File: config.mk
export PLATFORM = sky130hd
export DESIGN_NAME = line_swap_top
export DESIGN_NICKNAME = d
export VERILOG_FILES = /design/src/hdl/line_swap_pkg.sv /design/src/hdl/cam_line_if.sv /design/src/hdl/cam_decode.sv /design/src/hdl/error_hold.sv /design/src/hdl/line_interleave.sv /design/src/hdl/line_swap_top.sv
export VERILOG_INCLUDE_DIRS = /design/src /design/src/include
export SDC_FILE = /design/constraint.sdc
export NUM_CORES = 1
export LEC_CHECK = 0
export BUFFER_PORTS_ARGS = -buffer_cell sky130_fd_sc_hd__buf_2
export CAP_MARGIN = 30
export CORE_MARGIN = 8
export CORE_UTILIZATION = 56
export CTS_BUF_LIST = sky130_fd_sc_hd__clkbuf_8
export DETAILED_ROUTE_END_ITERATION = 8
export GPL_TIMING_DRIVEN = 0
export PLACE_DENSITY = 0.74
export RECOVER_POWER = 25
export SYNTH_ARGS = -nofsm -noshare
export SYNTH_HDL_FRONTEND = slang
export SYNTH_SLANG_ARGS = --single-unit
File: constraint.sdc
create_clock -name rclk -period 4.7 [get_ports rclk]
set_input_delay 0.235 -clock rclk [delete_from_list [all_inputs] [get_ports rclk]]
set_output_delay 0.235 -clock rclk [all_outputs]
set_load 0.005 [all_outputs]
File: src/include/line_swap_defs.svh
`ifndef LINE_SWAP_DEFS_SVH
`define LINE_SWAP_DEFS_SVH

// active pixels in one line of each camera.
`define LS_H_ACT 8

// active rows in one frame.
`define LS_V_ACT 4

// one line buffer per camera; must hold at least one full line.
`define LS_FIFO_DEPTH 16

// cycles an error level stays up after the last fault.
`define LS_ERR_HOLD 32

`endif

File: src/hdl/line_swap_pkg.sv
`default_nettype none

package line_swap_pkg;

    typedef enum logic [2:0] {
        st_idle,
        st_wait_vsync,
        st_wait_cam1,
        st_read_cam1,
        st_wait_cam2,
        st_read_cam2
    } ilv_state_e;

    // layout of the 49-bit camera pack.
    localparam int pack_w    = 49;
    localparam int blue_lo   = 0;
    localparam int blue_hi   = 7;
    localparam int green_lo  = 8;
    localparam int green_hi  = 15;
    localparam int red_lo    = 16;
    localparam int red_hi    = 23;
    localparam int de_bit    = 24;
    localparam int hsync_bit = 25;
    localparam int vsync_bit = 26;
    // the camera clock is sampled in rclk and not used by the design.
    localparam int clk_bit   = 48;

endpackage

`default_nettype wire

File: src/hdl/cam_line_if.sv
`timescale 1ns/1ps
`default_nettype none

interface cam_line_if;

    logic        vsync;
    logic        overflow;
    logic        line_ready;
    logic [15:0] rd_data;
    logic        rd_en;

    modport decode (
        output vsync,
        output overflow,
        output line_ready,
        output rd_data,
        input  rd_en
    );

    // overflow goes to the error stage at the top, not to the interleaver.
    modport execute (
        input  vsync,
        input  line_ready,
        input  rd_data,
        output rd_en
    );

endinterface

`default_nettype wire

File: src/hdl/cam_decode.sv
`timescale 1ns/1ps
`default_nettype none

`include "line_swap_defs.svh"

module cam_decode #(
    parameter int depth = `LS_FIFO_DEPTH,
    parameter int h_act = `LS_H_ACT
) (
    input  logic                             rclk,
    input  logic                             rstn,
    input  logic [line_swap_pkg::pack_w-1:0] pack,
    cam_line_if.decode                       cam
);

    localparam int ptr_w = (depth > 1) ? $clog2(depth) : 1;
    localparam int cnt_w = $clog2(depth + 1);
    localparam logic [cnt_w-1:0] full_cnt = cnt_w'(depth);
    localparam logic [cnt_w-1:0] line_cnt = cnt_w'(h_act);
    localparam logic [ptr_w-1:0] last_ptr = ptr_w'(depth - 1);

    logic [15:0]      mem [depth];
    logic [ptr_w-1:0] wr_ptr;
    logic [ptr_w-1:0] rd_ptr;
    logic [cnt_w-1:0] count;
    logic [15:0]      pixel;
    logic             de;
    logic             full;
    logic             empty;
    logic             do_wr;
    logic             do_rd;

    assign de = pack[line_swap_pkg::de_bit];

    // rgb888 to rgb565 keeps the top bits of each channel.
    assign pixel = {pack[line_swap_pkg::red_hi -: 5],
                    pack[line_swap_pkg::green_hi -: 6],
                    pack[line_swap_pkg::blue_hi -: 5]};

    assign full  = count == full_cnt;
    assign empty = count == '0;
    assign do_wr = de && !full;
    assign do_rd = cam.rd_en && !empty;

    assign cam.vsync      = pack[line_swap_pkg::vsync_bit];
    assign cam.line_ready = count >= line_cnt;

    always_ff @(posedge rclk) begin
        if (do_wr) begin
            mem[wr_ptr] <= pixel;
        end
        if (do_rd) begin
            cam.rd_data <= mem[rd_ptr];
        end
    end

    always_ff @(posedge rclk or negedge rstn) begin
        if (!rstn) begin
            wr_ptr       <= '0;
            rd_ptr       <= '0;
            count        <= '0;
            cam.overflow <= 1'b0;
        end else begin
            // a pixel that finds the buffer full is dropped.
            cam.overflow <= de && full;
            if (do_wr) begin
                wr_ptr <= (wr_ptr == last_ptr) ? '0 : wr_ptr + 1'b1;
            end
            if (do_rd) begin
                rd_ptr <= (rd_ptr == last_ptr) ? '0 : rd_ptr + 1'b1;
            end
            case ({do_wr, do_rd})
                2'b10:   count <= count + 1'b1;
                2'b01:   count <= count - 1'b1;
                default: count <= count;
            endcase
        end
    end

    count_in_range: assert property (@(posedge rclk) disable iff (!rstn)
        count <= full_cnt)
        else $error("cam_decode: fill count above depth");

endmodule

`default_nettype wire

File: src/hdl/error_hold.sv
`timescale 1ns/1ps
`default_nettype none

`include "line_swap_defs.svh"

module error_hold #(
    parameter int hold_cycles = `LS_ERR_HOLD
) (
    input  logic rclk,
    input  logic rstn,
    input  logic fault,
    output logic error
);

    localparam int cnt_w = $clog2(hold_cycles + 1);
    localparam logic [cnt_w-1:0] reload = cnt_w'(hold_cycles);

    logic [cnt_w-1:0] count;

    // every new fault restarts the hold window.
    always_ff @(posedge rclk or negedge rstn) begin
        if (!rstn) begin
            count <= '0;
        end else if (fault) begin
            count <= reload;
        end else if (count != '0) begin
            count <= count - 1'b1;
        end
    end

    assign error = count != '0;

endmodule

`default_nettype wire

File: src/hdl/line_interleave.sv
`timescale 1ns/1ps
`default_nettype none

`include "line_swap_defs.svh"

module line_interleave #(
    parameter int h_act = `LS_H_ACT,
    parameter int v_act = `LS_V_ACT
) (
    input  logic        rclk,
    input  logic        rstn,
    input  logic        trig,
    input  logic        read_en,
    cam_line_if.execute cam1,
    cam_line_if.execute cam2,
    output logic        cam_id,
    output logic        valid,
    output logic [15:0] cam_data,
    output logic [9:0]  cam_row,
    output logic        vsync_err
);

    localparam int px_w = $clog2(h_act + 1);
    localparam logic [px_w-1:0] px_last  = px_w'(h_act - 1);
    localparam logic [px_w-1:0] px_all   = px_w'(h_act);
    localparam logic [9:0]      row_last = 10'(v_act - 1);

    line_swap_pkg::ilv_state_e state;

    logic [px_w-1:0] rd_cnt;
    logic [px_w-1:0] px_cnt;
    logic [9:0]      row;
    logic            vs1_d;
    logic            vs2_d;
    logic            fall1;
    logic            fall2;
    logic            in_read;
    logic            issue;
    logic            line_done;

    assign fall1     = vs1_d && !cam1.vsync;
    assign fall2     = vs2_d && !cam2.vsync;
    assign in_read   = state == line_swap_pkg::st_read_cam1 ||
                       state == line_swap_pkg::st_read_cam2;
    assign issue     = in_read && read_en && rd_cnt != px_all;
    assign line_done = valid && px_cnt == px_last;

    // cam_id lags the state by one cycle, so it lines up with the popped word.
    assign cam_data = cam_id ? cam2.rd_data : cam1.rd_data;

    always_ff @(posedge rclk or negedge rstn) begin
        if (!rstn) begin
            state      <= line_swap_pkg::st_idle;
            rd_cnt     <= '0;
            px_cnt     <= '0;
            row        <= '0;
            vs1_d      <= 1'b0;
            vs2_d      <= 1'b0;
            cam1.rd_en <= 1'b0;
            cam2.rd_en <= 1'b0;
            valid      <= 1'b0;
            cam_id     <= 1'b0;
            cam_row    <= '0;
            vsync_err  <= 1'b0;
        end else begin
            vs1_d      <= cam1.vsync;
            vs2_d      <= cam2.vsync;
            cam1.rd_en <= issue && state == line_swap_pkg::st_read_cam1;
            cam2.rd_en <= issue && state == line_swap_pkg::st_read_cam2;
            valid      <= cam1.rd_en || cam2.rd_en;
            cam_id     <= state == line_swap_pkg::st_wait_cam2 ||
                          state == line_swap_pkg::st_read_cam2;
            cam_row    <= row;
            vsync_err  <= 1'b0;
            if (issue) begin
                rd_cnt <= rd_cnt + 1'b1;
            end
            if (valid) begin
                px_cnt <= px_cnt + 1'b1;
            end

            case (state)
                line_swap_pkg::st_idle: begin
                    if (trig) begin
                        state <= line_swap_pkg::st_wait_vsync;
                    end
                end
                line_swap_pkg::st_wait_vsync: begin
                    // one camera leaving vsync alone means the pair is out of step.
                    if (fall1 != fall2) begin
                        vsync_err <= 1'b1;
                        state     <= line_swap_pkg::st_idle;
                    end else if (cam1.vsync && cam2.vsync) begin
                        row   <= '0;
                        state <= line_swap_pkg::st_wait_cam1;
                    end
                end
                line_swap_pkg::st_wait_cam1: begin
                    rd_cnt <= '0;
                    px_cnt <= '0;
                    if (cam1.line_ready) begin
                        state <= line_swap_pkg::st_read_cam1;
                    end
                end
                line_swap_pkg::st_read_cam1: begin
                    if (line_done) begin
                        state <= line_swap_pkg::st_wait_cam2;
                    end
                end
                line_swap_pkg::st_wait_cam2: begin
                    rd_cnt <= '0;
                    px_cnt <= '0;
                    if (cam2.line_ready) begin
                        state <= line_swap_pkg::st_read_cam2;
                    end
                end
                line_swap_pkg::st_read_cam2: begin
                    if (line_done) begin
                        if (row == row_last) begin
                            state <= line_swap_pkg::st_idle;
                        end else begin
                            row   <= row + 1'b1;
                            state <= line_swap_pkg::st_wait_cam1;
                        end
                    end
                end
                default: begin
                    state <= line_swap_pkg::st_idle;
                end
            endcase
        end
    end

    one_reader: assert property (@(posedge rclk) disable iff (!rstn)
        !(cam1.rd_en && cam2.rd_en))
        else $error("line_interleave: both line buffers read at once");

    no_valid_idle: assert property (@(posedge rclk) disable iff (!rstn)
        state == line_swap_pkg::st_idle |-> !valid)
        else $error("line_interleave: valid while idle");

endmodule

`default_nettype wire

File: src/hdl/line_swap_top.sv
`timescale 1ns/1ps
`default_nettype none

`include "line_swap_defs.svh"

module line_swap_top #(
    parameter int h_act = `LS_H_ACT,
    parameter int v_act = `LS_V_ACT
) (
    input  logic        rclk,
    input  logic        rstn,
    input  logic        trig,
    input  logic        read_en,
    input  logic [48:0] cam1_pack,
    input  logic [48:0] cam2_pack,
    output logic        cam_id,
    output logic        valid,
    output logic [15:0] cam_data,
    output logic [9:0]  cam_row,
    output logic        error
);

    logic vsync_err;
    logic cam1_error;
    logic cam2_error;
    logic vsync_error;

    cam_line_if cam1_if ();
    cam_line_if cam2_if ();

    cam_decode #(.depth(`LS_FIFO_DEPTH), .h_act(h_act)) u_cam1_decode (
        .rclk (rclk),
        .rstn (rstn),
        .pack (cam1_pack),
        .cam  (cam1_if)
    );

    cam_decode #(.depth(`LS_FIFO_DEPTH), .h_act(h_act)) u_cam2_decode (
        .rclk (rclk),
        .rstn (rstn),
        .pack (cam2_pack),
        .cam  (cam2_if)
    );

    line_interleave #(.h_act(h_act), .v_act(v_act)) u_interleave (
        .rclk      (rclk),
        .rstn      (rstn),
        .trig      (trig),
        .read_en   (read_en),
        .cam1      (cam1_if),
        .cam2      (cam2_if),
        .cam_id    (cam_id),
        .valid     (valid),
        .cam_data  (cam_data),
        .cam_row   (cam_row),
        .vsync_err (vsync_err)
    );

    error_hold #(.hold_cycles(`LS_ERR_HOLD)) u_cam1_err (
        .rclk  (rclk),
        .rstn  (rstn),
        .fault (cam1_if.overflow),
        .error (cam1_error)
    );

    error_hold #(.hold_cycles(`LS_ERR_HOLD)) u_cam2_err (
        .rclk  (rclk),
        .rstn  (rstn),
        .fault (cam2_if.overflow),
        .error (cam2_error)
    );

    error_hold #(.hold_cycles(`LS_ERR_HOLD)) u_vsync_err (
        .rclk  (rclk),
        .rstn  (rstn),
        .fault (vsync_err),
        .error (vsync_error)
    );

    assign error = cam1_error || cam2_error || vsync_error;

endmodule

`default_nettype wire

Word-level counts from Yosys, hierarchy flattened --
Memories as Yosys holds them, arrays and structs flattened. A register that Yosys moved wholly into a read port is not among the register bits. Index checks and enable logic that the tools add are counted.
Storage, ports and cells: register bits after elaboration 84, RAM bits 512, output and inout bits 29, logic and storage cells 148, memories 2
Cells by class: add/subtract/negate cells 14, $lt $le $gt $ge 2, equal/unequal tests 28, multiplexer cells 37, reductions and logical operators 42
Memories:
- u_cam1_decode.mem | depth 16, width 16, rd ports 1, clocked after Yosys merged registers in 1, write ports 1, line cam_decode.sv:22 | logic [15:0] mem [depth];
- u_cam2_decode.mem | depth 16, width 16, rd ports 1, clocked after Yosys merged registers in 1, write ports 1, line cam_decode.sv:22
Operator list (count):
- 10-bit 2-to-1 mux | 4
- 6-bit 2-to-1 mux | 6
- 4-bit 2-to-1 mux | 8
- 4-bit by 1-bit adder with 4-bit output (second input constant) | 6
- 3-bit 2-to-1 mux | 7
- 10-bit one-hot mux with 2 select lines | 1
- 5-bit one-hot mux with 2 select lines | 2
- 3-bit one-hot mux with 6 select lines | 1
- 6-bit nonzero test | 3
- 6-bit by 1-bit subtractor with 6-bit output (second input constant) | 3
- 4-bit equality test (second input constant) | 4
- 16-bit 2-to-1 mux | 1
- 2-bit nonzero test | 8
- 1-bit logical AND | 14
- 10-bit by 1-bit adder with 10-bit output (second input constant) | 1
- 5-bit by 1-bit adder with 5-bit output (second input constant) | 2
- 10-bit by 2-bit equality test with 1-bit output (second input constant) | 1
- 5-bit equality test (second input constant) | 2
- 5-bit by 4-bit >= comparator with 1-bit output (second input constant) | 2
- 5-bit logical NOT | 2
- 2-bit != test (second input constant) | 5
- 5-bit by 1-bit subtractor with 5-bit output (second input constant) | 2
- 3-bit by 2-bit equality test with 1-bit output (second input constant) | 2
- 3-bit equality test (second input constant) | 2
- other kinds (16) | 34

Longest topological paths before layout --
Gate-level depths: netlist of run 1.
word-level depth 6, gate-level depth with buffers 13, depth with buffers taken out 10

Hierarchy --
From an unflattened synthesis of run 1, not the netlist that was laid out.
Unflattened totals: cell total of the unflattened synthesis 1351, area, all modules 25207.9 um^2
Modules (own cells, without submodules):
- cam_decode | times used 2, cells an instance 542, area each 11153.2 um^2
- line_interleave | times used 1, cells an instance 170, area each 1885.6 um^2
- error_hold | times used 3, cells an instance 32, area each 336.6 um^2
- line_swap_top | times used 1, cells an instance 1, area each 6.3 um^2

Least setup slack after synthesis of run 1 --
OpenSTA, ideal clock, no wires.
kind register to register, start point register u_cam1_decode.count[2], end point register u_cam1_decode.count[4], setup time 0.121 ns, arrival 3.706 ns, required time 4.579 ns, path slack 0.872 ns, cell stages (with the launch flop) 12, buffers on the path 2, period minus slack after synthesis 3.828 ns, cell sequence dfrtp_1 -> buf_2 -> nor4_1 -> a21boi_0 -> ha_1 -> buf_2 -> xor2_1 -> ha_1 -> nor4b_1 -> mux2i_1 -> o211a_1 -> a2111oi_1
On the way: cells in the longest elaborated chain, start to end 5
RTL lines:
- from (decl) | line cam_decode.sv:25 | logic [cnt_w-1:0] count;
- from (signal assigned) | line cam_decode.sv:73 | 2'b10: count <= count + 1'b1;
- from (signal assigned) | line cam_decode.sv:74 | 2'b01: count <= count - 1'b1;
- from (signal assigned) | line cam_decode.sv:75 | default: count <= count;
- 5-bit logical NOT (*) | line cam_decode.sv:41 | assign empty = count == '0;
- 1-bit logical NOT (*) | line cam_decode.sv:43 | assign do_rd = cam.rd_en && !empty;
- 1-bit logical AND (*) | line cam_decode.sv:43
- via u_cam1_decode.do_rd | line cam_decode.sv:31 | logic do_rd;
- 2-bit by 1-bit equality test with 1-bit output or 2-bit equality test (tied branches) | line cam_decode.sv:72 | case ({do_wr, do_rd})
- 5-bit one-hot mux with 2 select lines or 2-bit nonzero test (tied branches)
Mark *: on every way through the listed nets, which the timed path passes. The rest lies on a longest branch. A chain may end at the register's enable or synchronous reset.

Worst setup path after layout of run 1 --
start point register u_cam1_decode.count[1], end point register u_cam1_decode.count[4]
On the way: cells in the longest elaborated chain, start to end 5
RTL lines (line):
- 5-bit equality test or 5-bit logical NOT (tied branches) | cam_decode.sv:40, cam_decode.sv:41
- 1-bit logical NOT, on equally long branches | cam_decode.sv:42, cam_decode.sv:43
- 1-bit logical AND, on equally long branches | cam_decode.sv:42, cam_decode.sv:43
- 2-bit by 1-bit equality test with 1-bit output or 2-bit equality test (tied branches) | cam_decode.sv:72
- 5-bit one-hot mux with 2 select lines or 2-bit nonzero test (tied branches)
Parallel ways exist; a longest one is shown, timed or not.

==> results.sh, run 1 <==
export IMPL_dpl_hpwl_um=35200
export IMPL_core_area_um2=45000
export IMPL_final_cell_mix="edfxtp_1, clkbuf_8, mux2i_1"
export IMPL_synth_ff_type="edfxtp_1"
export IMPL_cp_start_kind="flip-flop"
export IMPL_slowest_delay_ps=470
export IMPL_period_minus_slack_ps=3400
export IMPL_setup_violations=0
export IMPL_yosysSeqAreaShare_pct=72.7
export IMPL_r2r_cells=13
export IMPL_grt_pass1_vias=13895
export IMPL_critPathBufInv=4
export IMPL_rsz0062_at_grt="false"
export IMPL_fmaxAchievable_mhz=295
export IMPL_drv_cap=1
export IMPL_holdWs_ps=88.2
export IMPL_die_area_um2=52300
export IMPL_drive_gt1_share_pct=22.8
export IMPL_cts_tree="yes"
export IMPL_worstSkewPairLatency_ps=680
export IMPL_vdd_drop_max_mv=0.313
export IMPL_slew_headroom_pct=-46.4
export IMPL_syn_area_um2=25300
export IMPL_path_delay_family="compound AO/OA/AOI/OAI gates"
export IMPL_fin_skew_ps=39.5
export IMPL_grt_max_degree=49
export IMPL_die_height_um=229
export IMPL_cp_end_kind="flip-flop"
export IMPL_final_common_cell="edfxtp_1"
export IMPL_final_period_utilization_pct=72.2
export IMPL_crit_path_top_delay_cell="nor4_1"
export IMPL_gp_congestion=0.789
export IMPL_grt_pass1_wl_um=81100
export IMPL_h_tree_depth=3
export IMPL_crit_chain="buf_2, nor4_1, a21boi_0, buf_2, inv_1, ha_1, buf_2, xor2_1, ha_1, nor4b_1, mux2i_1, o211a_1, a2111oi_1"
export IMPL_io_pins=131
export IMPL_violations="max-capacitance violations, max-slew violations"
export IMPL_ant_nets=0
export IMPL_hold_class="input pin to flip-flop"
export IMPL_finalInstanceArea_um2=29100
export IMPL_p_leak_nw=10.1
export IMPL_syn_area_per_cell_um2=18.4
export IMPL_finalHoldViolCount=0
export IMPL_fp_dieW_um=229
export IMPL_synth_edff_count=544
export IMPL_grt_antenna_before_repair=2
export IMPL_area_delta_synth_final_pct=14.7
export IMPL_cp_max_fo=10
export IMPL_crit_type="flip-flop to flip-flop"
export IMPL_drt_wl_total_um=52500
export IMPL_reg2reg_slack_ps=1300
export IMPL_grtUsageTotal_pct=20.1
export IMPL_status="complete, but fails checks"
export IMPL_yosysWarnings=0
export IMPL_dpl_instance_area_um2=26900
export IMPL_drt_initial_drc_count=1161
export IMPL_rows=78
export IMPL_p_total_mw=14.9
export IMPL_cpMostUsedCell="buf_2"
export IMPL_clk_pin_slew_ps=60
export IMPL_cts_buffer_depth=3
export IMPL_ys_seq_elements=628
export IMPL_drv_slew=37
export IMPL_cts_sinks=628
export IMPL_vias=13415
export IMPL_cts_inserted_buffers=97
export IMPL_worstHoldPathCells=5
export IMPL_finalNetCount=1734
export IMPL_fillers=3016
export IMPL_grt_overflow=0
export IMPL_required_ps=5230
export IMPL_drc=0
export IMPL_syn_nets=1502
export IMPL_path_depth=13
export IMPL_drt_pass1_iter_count=5
export IMPL_async_reset_ff_share_pct=13.4
export IMPL_portBuffers=68
export IMPL_synthDistinctLibCells=70
export IMPL_root_buffer="clkbuf_8"
export IMPL_utilization_pct=64.6
export IMPL_wl_per_cell_um=22.9
export IMPL_tightest_slew_ps=2200
export IMPL_power_density_nw_per_um2=513
export IMPL_cts_post_setup_buffers_inserted=0
export IMPL_viasPerCell=5.86
export IMPL_netlist_instances=1377
export IMPL_crit_arrival_ps=3930
export IMPL_start_util_pct=56.3
[metal layers]
layer	routed length [um]	global-route usage, %	share of wire [%]	up-vias
met5	0	0	0	-
met4	1250	6.92	2.4	0
met3	3160	3.82	6.0	91
met2	27100	34.5	52	454
met1	21100	25.5	40	6859
li1	-	-	-	6011
[timing repair]
item / 4_1_cts / 5_1_grt
gates resized for setup: 0 / 0
endpoints found under the hold margin: 602 / 0
endpoints found under the setup margin: 0 / 0
hold buffers: 38 / 0
[power breakdown]
part	leakage (nW)	total (mW)	internal, mW	switching (mW)
sequential	5.99	7.13	6.84	0.296
clock	1.06	4.14	2.09	2.05
combinational	3.01	3.63	1.64	1.99
total	10.1	14.9	10.6	4.33
[worst register-to-register path, delay by kind of cell, from the launching register on]
kind / cells / cell delay (ps)
flops: 1 / 360
xor+xnor: 1 / 90
simple gates: 2 / 740
mux: 1 / 160
buf+inv: 4 / 730
compound gates: 3 / 800
fa+ha+maj: 2 / 380
[path summary, 6_finish.rpt]
check / start / endpoint
max in group asynchronous: rstn / u_interleave.row[1]$_DFFE_PN0P_
setup reg to reg: u_cam1_decode.count[1]$_DFFE_PN0P_ / u_cam1_decode.count[4]$_DFFE_PN0P_
min in group asynchronous: rstn / u_interleave.cam_row[9]$_DFF_PN0_
setup / recovery: u_cam1_decode.count[1]$_DFFE_PN0P_ / u_cam1_decode.count[4]$_DFFE_PN0P_
hold / removal: trig / u_interleave.state[0]$_DFFE_PN0P_
hold reg to reg: u_interleave.row[4]$_DFFE_PN0P_ / u_interleave.cam_row[4]$_DFF_PN0_
[synthesized netlist by cell type, types with 23 or more instances]
| cell type | count | area, um^2 |
|---|---|---|
| edfxtp_1 | 544 | 16300 |
| mux2i_1 | 86 | 861 |
| dfrtp_1 | 84 | 2100 |
| mux4_2 | 74 | 1670 |
| nor2_1 | 60 | 225 |
| nand2_1 | 52 | 195 |
| a21oi_1 | 37 | 185 |
| a221oi_1 | 32 | 280 |
| o21ai_0 | 30 | 150 |
| nor2b_1 | 27 | 169 |
| buf_2 | 26 | 130 |
| ha_1 | 23 | 288 |
[logic make-up (layout without fill, tap and decap cells)]
kind of cell | after synthesis | in the layout | synth area share (%)
compound gates | 181 | 181 | 5.12
buf+inv | 93 | 406 | 2.34
mux | 205 | 205 | 13.3
other cells | 0 | 1 | 0
simple gates | 220 | 220 | 4.43
fa+ha+maj | 23 | 23 | 1.14
xor+xnor | 27 | 27 | 0.933
flops | 628 | 628 | 72.7
[flip-flops by register name, summed over array words and instances (netlist names), 3 cells and up]
register,flops
u_cam1_decode.cam.rd_data,16
u_cam1_decode.count,5
u_cam1_decode.mem,256
u_cam1_decode.rd_ptr,4
u_cam1_decode.wr_ptr,4
u_cam1_err.count,6
u_cam2_decode.cam.rd_data,16
u_cam2_decode.count,5
u_cam2_decode.mem,256
u_cam2_decode.rd_ptr,4
u_cam2_decode.wr_ptr,4
u_cam2_err.count,6
u_interleave.cam_row,10
u_interleave.px_cnt,4
u_interleave.rd_cnt,4
u_interleave.row,10
u_interleave.state,3
u_vsync_err.count,6
[metrics by stage]
stage / setup TNS (ps) / std cells / worst slack (ps)
detailed placement: 0 / 2071 / 1350
global route: 0 / 2291 / 1020
finish: 0 / 2291 / 1300
global placement: -240 / 2045 / -240
CTS: 0 / 2289 / 1320
floorplan: 0 / 1377 / 872
[cell type report]
cell class,count,area (um^2),share of cell area (%)
clock inverters,73,317,1.09
multi-input cells,656,6420,22.1
clock buffers,107,1470,5.07
well taps,600,751,2.58
repair buffers,133,1070,3.68
inverters,22,82.6,0.284
flip-flops and latches,628,18400,63.4
diodes,1,2.50,0.00861
plain buffers,71,512,1.76
Note: power is estimated with default switching activity, not from simulation.
==> run 2, diff against run 1 <==
--- a/config.mk
+++ b/config.mk
@@ -13,7 +13,7 @@
 export CTS_BUF_LIST = sky130_fd_sc_hd__clkbuf_8
 export DETAILED_ROUTE_END_ITERATION = 8
 export GPL_TIMING_DRIVEN = 0
-export PLACE_DENSITY = 0.74
+export PLACE_DENSITY = 0.77
 export RECOVER_POWER = 25
 export SYNTH_ARGS = -nofsm -noshare
 export SYNTH_HDL_FRONTEND = slang
==> constraint.sdc (replaced) <==
create_clock -name rclk -period 2.95 [get_ports rclk]
set_input_delay 0.1475 -clock rclk [delete_from_list [all_inputs] [get_ports rclk]]
set_output_delay 0.1475 -clock rclk [all_outputs]
set_load 0.005 [all_outputs]
==> results.sh, run 2 (synthesized netlist as in run 1, its figures left out) <==
export IMPL_rsz0062_at_grt="false"
export IMPL_grt_pass1_vias=13937
export IMPL_period_minus_slack_ps=2740
export IMPL_gp_congestion=0.800
export IMPL_hold_class="input pin to flip-flop"
export IMPL_grt_max_degree=54
export IMPL_cp_max_fo=9
export IMPL_fmaxAchievable_mhz=365
export IMPL_grtUsageTotal_pct=20.5
export IMPL_reg2reg_slack_ps=210
export IMPL_critPathBufInv=3
export IMPL_slew_headroom_pct=32.9
export IMPL_core_area_um2=45000
export IMPL_p_total_mw=24.1
export IMPL_fp_dieW_um=229
export IMPL_sequentialPowerShare_pct=47.2
export IMPL_finalHoldViolCount=0
export IMPL_status="finished, final reports clean"
export IMPL_root_buffer="clkbuf_8"
export IMPL_drive_gt1_share_pct=23.2
export IMPL_grt_antenna_before_repair=1
export IMPL_vdd_drop_max_mv=0.609
export IMPL_h_tree_depth=3
export IMPL_finalNetCount=1742
export IMPL_crit_arrival_ps=3300
export IMPL_power_density_nw_per_um2=824
export IMPL_vias=13587
export IMPL_finalInstanceArea_um2=29300
export IMPL_crit_chain="buf_2, nor4_4, buf_4, a21boi_4, ha_1, buf_4, xor2_1, ha_2, a21o_1, a22oi_1, o211a_1, a2111oi_2"
export IMPL_rows=78
export IMPL_drc=0
export IMPL_dpl_instance_area_um2=27000
export IMPL_die_height_um=229
export IMPL_slowest_delay_ps=350
export IMPL_fillers=2938
export IMPL_start_util_pct=56.3
export IMPL_cpMostUsedCell="buf_4"
export IMPL_cp_end_kind="flip-flop"
export IMPL_ant_nets=0
export IMPL_grt_pass1_wl_um=82600
export IMPL_p_clk_share_pct=28.2
export IMPL_fin_skew_ps=35.0
export IMPL_drt_pass1_iter_count=5
export IMPL_switching_share_pct=29.5
export IMPL_final_cell_mix="edfxtp_1, clkbuf_8, mux2i_1"
export IMPL_cts_sinks=628
export IMPL_cts_buffer_depth=3
export IMPL_clk_pin_slew_ps=60
export IMPL_drv_slew=0
export IMPL_comb_power_share_pct=24.6
export IMPL_final_common_cell="edfxtp_1"
export IMPL_final_period_utilization_pct=92.9
export IMPL_required_ps=3510
export IMPL_die_area_um2=52300
export IMPL_area_delta_synth_final_pct=15.5
export IMPL_tightest_slew_ps=1010
export IMPL_portBuffers=68
export IMPL_crit_path_top_delay_cell="dfrtp_1"
export IMPL_cts_inserted_buffers=97
export IMPL_path_delay_family="compound AO/OA/AOI/OAI gates"
export IMPL_top_regs="u_cam1_decode.mem x256, u_cam2_decode.mem x256"
export IMPL_crit_type="flip-flop to flip-flop"
export IMPL_drt_initial_drc_count=1258
export IMPL_dpl_hpwl_um=35200
export IMPL_io_pins=131
export IMPL_antennaDiodeCount=0
export IMPL_p_int_mw=17.0
export IMPL_worstSkewPairLatency_ps=690
export IMPL_cts_tree="yes"
export IMPL_viasPerCell=5.92
export IMPL_wl_per_cell_um=23.5
export IMPL_drv_cap=0
export IMPL_grt_overflow=0
export IMPL_setup_violations=0
export IMPL_cp_start_kind="flip-flop"
export IMPL_drt_wl_total_um=53900
export IMPL_p_leak_nw=10.2
export IMPL_p_sw_mw=7.11
export IMPL_utilization_pct=65.1
run 2: changes by cell type in the layout (fill, tap and decap cells not counted), sizes merged:
cell         previous run  this run
clkinvlp                2         1
inv                    61        68
diode                   1         0
clkbuf                158       151
bufinv                  0         3
buf                   115       121
dlygate4sd3            38        40
clkinv                 32        26
run 2: worst register-to-register path, delay by kind of cell (launching register included):
kind / cells / cell delay, ps
AO/OA/AOI/OAI: 5 / 870
XOR/XNOR: 1 / 140
adder cells (fa/ha/maj): 2 / 460
buffers and inverters: 3 / 510
flip-flops: 1 / 350
AND/OR/NAND/NOR: 1 / 300
run 2: cell type report:
class                   count  area [um^2]  share of cell area, %
repair buffers            143         1190                   4.08
clock buffers             100         1380                   4.70
multi-input cells         656         6470                   22.1
clock inverters            76          450                   1.54
plain buffers              69          505                   1.73
flip-flops and latches    628        18400                   63.0
inverters                  22         82.6                  0.282
well taps                 600          751                   2.56
run 2: path summary, 6_finish.rpt:
check	startpoint	end	cells past startpoint
max in group asynchronous	rstn	u_cam1_decode.count[0]$_DFFE_PN0P_	4
hold reg to reg	u_interleave.row[4]$_DFFE_PN0P_	u_interleave.cam_row[4]$_DFF_PN0_	0
hold / removal	cam1_pack[26]	u_interleave.vs1_d$_DFF_PN0_	2
setup reg to reg	u_cam1_decode.count[1]$_DFFE_PN0P_	u_cam1_decode.count[4]$_DFFE_PN0P_	12
setup / recovery	u_cam1_decode.count[1]$_DFFE_PN0P_	u_cam1_decode.count[4]$_DFFE_PN0P_	12
min in group asynchronous	rstn	u_cam2_decode.rd_ptr[0]$_DFFE_PN0P_	4
run 2: per-layer routing:
metal  routed length, um  global-route usage, %  vias up
met4                1290                   6.74        0
met2               27700                   34.8      500
li1                    -                      -     6008
met1               21400                   26.2     6988
met3                3500                   4.36       91
met5                   0                      0        -
run 2: power by group through the flow:
stage | combinational [mW] | clock, mW | sequential, mW
after floorplan | 4.01 | 0 | 11.4
after global placement | 5.42 | 0 | 11.5
after detailed placement | 5.85 | 0 | 11.6
after CTS | 5.94 | 6.90 | 11.4
after global routing | 6.42 | 7.29 | 11.5
final | 5.94 | 6.79 | 11.4
run 2: what timing repair did:
item / CTS / global route
hold buffers: 41 / 0
pin swaps: 1 / 2
resized for setup: 4 / 7
setup buffers: 0 / 4
setup endpoints to repair: 1 / 3
hold endpoints to repair: 611 / 0
run 2: through the flow:
step	cells	setup slack, ps	hold WS, ps	setup TNS (ps)
after detailed placement	2074	-341	130	-341
final	2294	211	263	0
after CTS	2291	6.91	142	0
after global routing	2294	4.92	221	0
after global placement	2045	-1030	325	-149340
after floorplan	1377	36.2	-148	0
==> run 3, diff against run 2 <==
--- a/config.mk
+++ b/config.mk
@@ -9,11 +9,11 @@
 export BUFFER_PORTS_ARGS = -buffer_cell sky130_fd_sc_hd__buf_2
 export CAP_MARGIN = 30
 export CORE_MARGIN = 8
-export CORE_UTILIZATION = 56
-export CTS_BUF_LIST = sky130_fd_sc_hd__clkbuf_8
+export CORE_UTILIZATION = 57
+export CTS_BUF_LIST = sky130_fd_sc_hd__clkbuf_2
 export DETAILED_ROUTE_END_ITERATION = 8
 export GPL_TIMING_DRIVEN = 0
-export PLACE_DENSITY = 0.77
+export PLACE_DENSITY = 0.78
 export RECOVER_POWER = 25
 export SYNTH_ARGS = -nofsm -noshare
 export SYNTH_HDL_FRONTEND = slang
==> results.sh, run 3 (synthesized netlist as in run 1, its figures left out) <==
export IMPL_area_delta_synth_final_pct=15.6
export IMPL_cp_max_fo=9
export IMPL_p_sw_mw=7.18
export IMPL_period_minus_slack_ps=2810
export IMPL_final_period_utilization_pct=95.2
export IMPL_crit_path_top_delay_cell="nor4_4"
export IMPL_grt_antenna_before_repair=1
export IMPL_setup_tns_ps=0
export IMPL_status="complete, but fails checks"
export IMPL_die_height_um=227
export IMPL_comb_power_share_pct=26.7
export IMPL_dpl_hpwl_um=34600
export IMPL_crit_chain="buf_2, nor4_4, a21boi_4, inv_1, ha_1, buf_4, xor2_1, ha_2, a21o_1, a22oi_1, o211a_1, a2111oi_2"
export IMPL_drt_initial_drc_count=1341
export IMPL_io_pins=131
export IMPL_switching_share_pct=31.1
export IMPL_drv_cap=1
export IMPL_drt_pass1_iter_count=5
export IMPL_rsz0062_at_grt="true"
export IMPL_drv_slew=36
export IMPL_sequentialPowerShare_pct=49.4
export IMPL_final_cell_mix="edfxtp_1, clkbuf_2, mux2i_1"
export IMPL_wl_per_cell_um=22.8
export IMPL_grtUsageTotal_pct=21.7
export IMPL_slowest_delay_ps=450
export IMPL_finalNetCount=1843
export IMPL_root_buffer="clkbuf_2"
export IMPL_final_common_cell="edfxtp_1"
export IMPL_drt_wl_total_um=54900
export IMPL_top_regs="u_cam1_decode.mem x256, u_cam2_decode.mem x256"
export IMPL_ant_nets=0
export IMPL_portBuffers=68
export IMPL_cts_inserted_buffers=148
export IMPL_power_density_nw_per_um2=787
export IMPL_setup_violations=0
export IMPL_rows=77
export IMPL_die_area_um2=51500
export IMPL_fin_skew_ps=89.4
export IMPL_viasPerCell=5.90
export IMPL_hold_class="input pin to flip-flop"
export IMPL_cts_tree="yes"
export IMPL_tightest_slew_ps=2070
export IMPL_crit_arrival_ps=3910
export IMPL_grt_max_degree=50
export IMPL_holdWs_ps=328
export IMPL_grt_pass1_vias=14589
export IMPL_clk_pin_slew_ps=100
export IMPL_p_clk_share_pct=23.9
export IMPL_cp_start_kind="flip-flop"
export IMPL_vias=14243
export IMPL_vdd_drop_max_mv=0.624
export IMPL_p_int_mw=15.9
export IMPL_h_tree_depth=4
export IMPL_cts_buffer_depth=3
export IMPL_cp_end_kind="flip-flop"
export IMPL_slew_headroom_pct=-37.8
export IMPL_grt_overflow=0
export IMPL_p_leak_nw=10.3
export IMPL_worstSkewPairLatency_ps=1240
export IMPL_path_delay_family="compound AO/OA/AOI/OAI gates"
export IMPL_violations="max-capacitance violations, max-slew violations"
export IMPL_core_area_um2=44000
export IMPL_cts_sinks=628
export IMPL_critPathBufInv=3
export IMPL_grt_pass1_wl_um=83400
export IMPL_crit_type="flip-flop to flip-flop"
export IMPL_drc=0
export IMPL_start_util_pct=57.6
export IMPL_fmaxAchievable_mhz=356
export IMPL_finalHoldViolCount=0
export IMPL_required_ps=4050
export IMPL_drive_gt1_share_pct=29.7
export IMPL_fp_dieW_um=227
export IMPL_gp_congestion=0.803
-- run 3: timing repair --
item / in CTS / in global routing
hold buffers: 80 / 0
hold endpoints to repair: 1134 / 0
resized for setup: 20 / 8
setup buffers: 10 / 5
pin swaps: 4 / 3
endpoints found under the setup margin: 12 / 4
-- run 3: layout make-up --
| class | count | area, um^2 |
|---|---|---|
| sequential | 628 | 18400 |
| fill | 2917 | 14700 |
| multi-input combinational | 656 | 6540 |
| timing repair buffer | 194 | 1680 |
| clock buffer | 213 | 1070 |
| tap | 592 | 741 |
| buffer | 68 | 503 |
| clock inverter | 40 | 265 |
| inverter | 22 | 82.6 |
| antenna | 1 | 2.50 |
-- run 3: power groups by stage --
stage	Clock (mW)	Sequential [mW]	Combinational, mW
floorplan	0	11.4	4.01
global placement	0	11.5	5.41
detailed placement	0	11.5	5.83
CTS	5.65	11.4	6.11
global route	6.05	11.5	6.62
finish	5.53	11.4	6.16
-- run 3: through the flow --
step / util (%) / std cells / setup WS [ps] / cell area [um^2] / power (mW)
4_1_cts: 66.5 / 2410 / 0.557 / 29300 / 23.1
2_1_floorplan: - / 1377 / 36.2 / 25400 / 15.4
6_report: 66.6 / 2414 / 142 / 29300 / 23.1
3_3_place_gp: 60.0 / 2037 / -1020 / 26400 / 16.9
3_5_place_dp: 61.3 / 2068 / -453 / 27000 / 17.4
5_1_grt: 66.6 / 2414 / -58.5 / 29300 / 24.2
-- run 3: final timing paths --
kind | startpoint | end | slack (ps) | cells after the start
worst max-delay path | u_cam1_decode.count[1]$_DFFE_PN0P_ | u_cam1_decode.count[4]$_DFFE_PN0P_ | 140 | 12
worst min-delay path | cam2_pack[26] | u_interleave.vs2_d$_DFF_PN0_ | 330 | 3
worst max register to register | u_cam1_decode.count[1]$_DFFE_PN0P_ | u_cam1_decode.count[4]$_DFFE_PN0P_ | 140 | 12
worst min register to register | u_interleave.row[4]$_DFFE_PN0P_ | u_interleave.cam_row[4]$_DFF_PN0_ | 380 | 0
max in group asynchronous | rstn | u_cam2_err.count[2]$_DFFE_PN0P_ | 400 | 5
min in group asynchronous | rstn | u_interleave.row[5]$_DFFE_PN0P_ | 1340 | 5
-- run 3: worst reg2reg max path, delay by kind of cell (launching register included) --
kind / cells / cell delay, ps
adder cells (fa/ha/maj): 2 / 380
AND/OR/NAND/NOR: 1 / 450
AO/OA/AOI/OAI: 5 / 910
buffers and inverters: 3 / 440
XOR/XNOR: 1 / 180
flip-flops: 1 / 360
-- run 3: metal layers --
metal / wire [um] / up-vias / part of all wire, % / global-route usage, %
met2: 27900 / 624 / 51 / 36.3
met3: 3690 / 104 / 6.7 / 4.85
met4: 1280 / 0 / 2.3 / 7.83
met1: 22000 / 7239 / 40 / 27.8
li1: - / 6276 / - / -
met5: 0 / - / 0 / 0
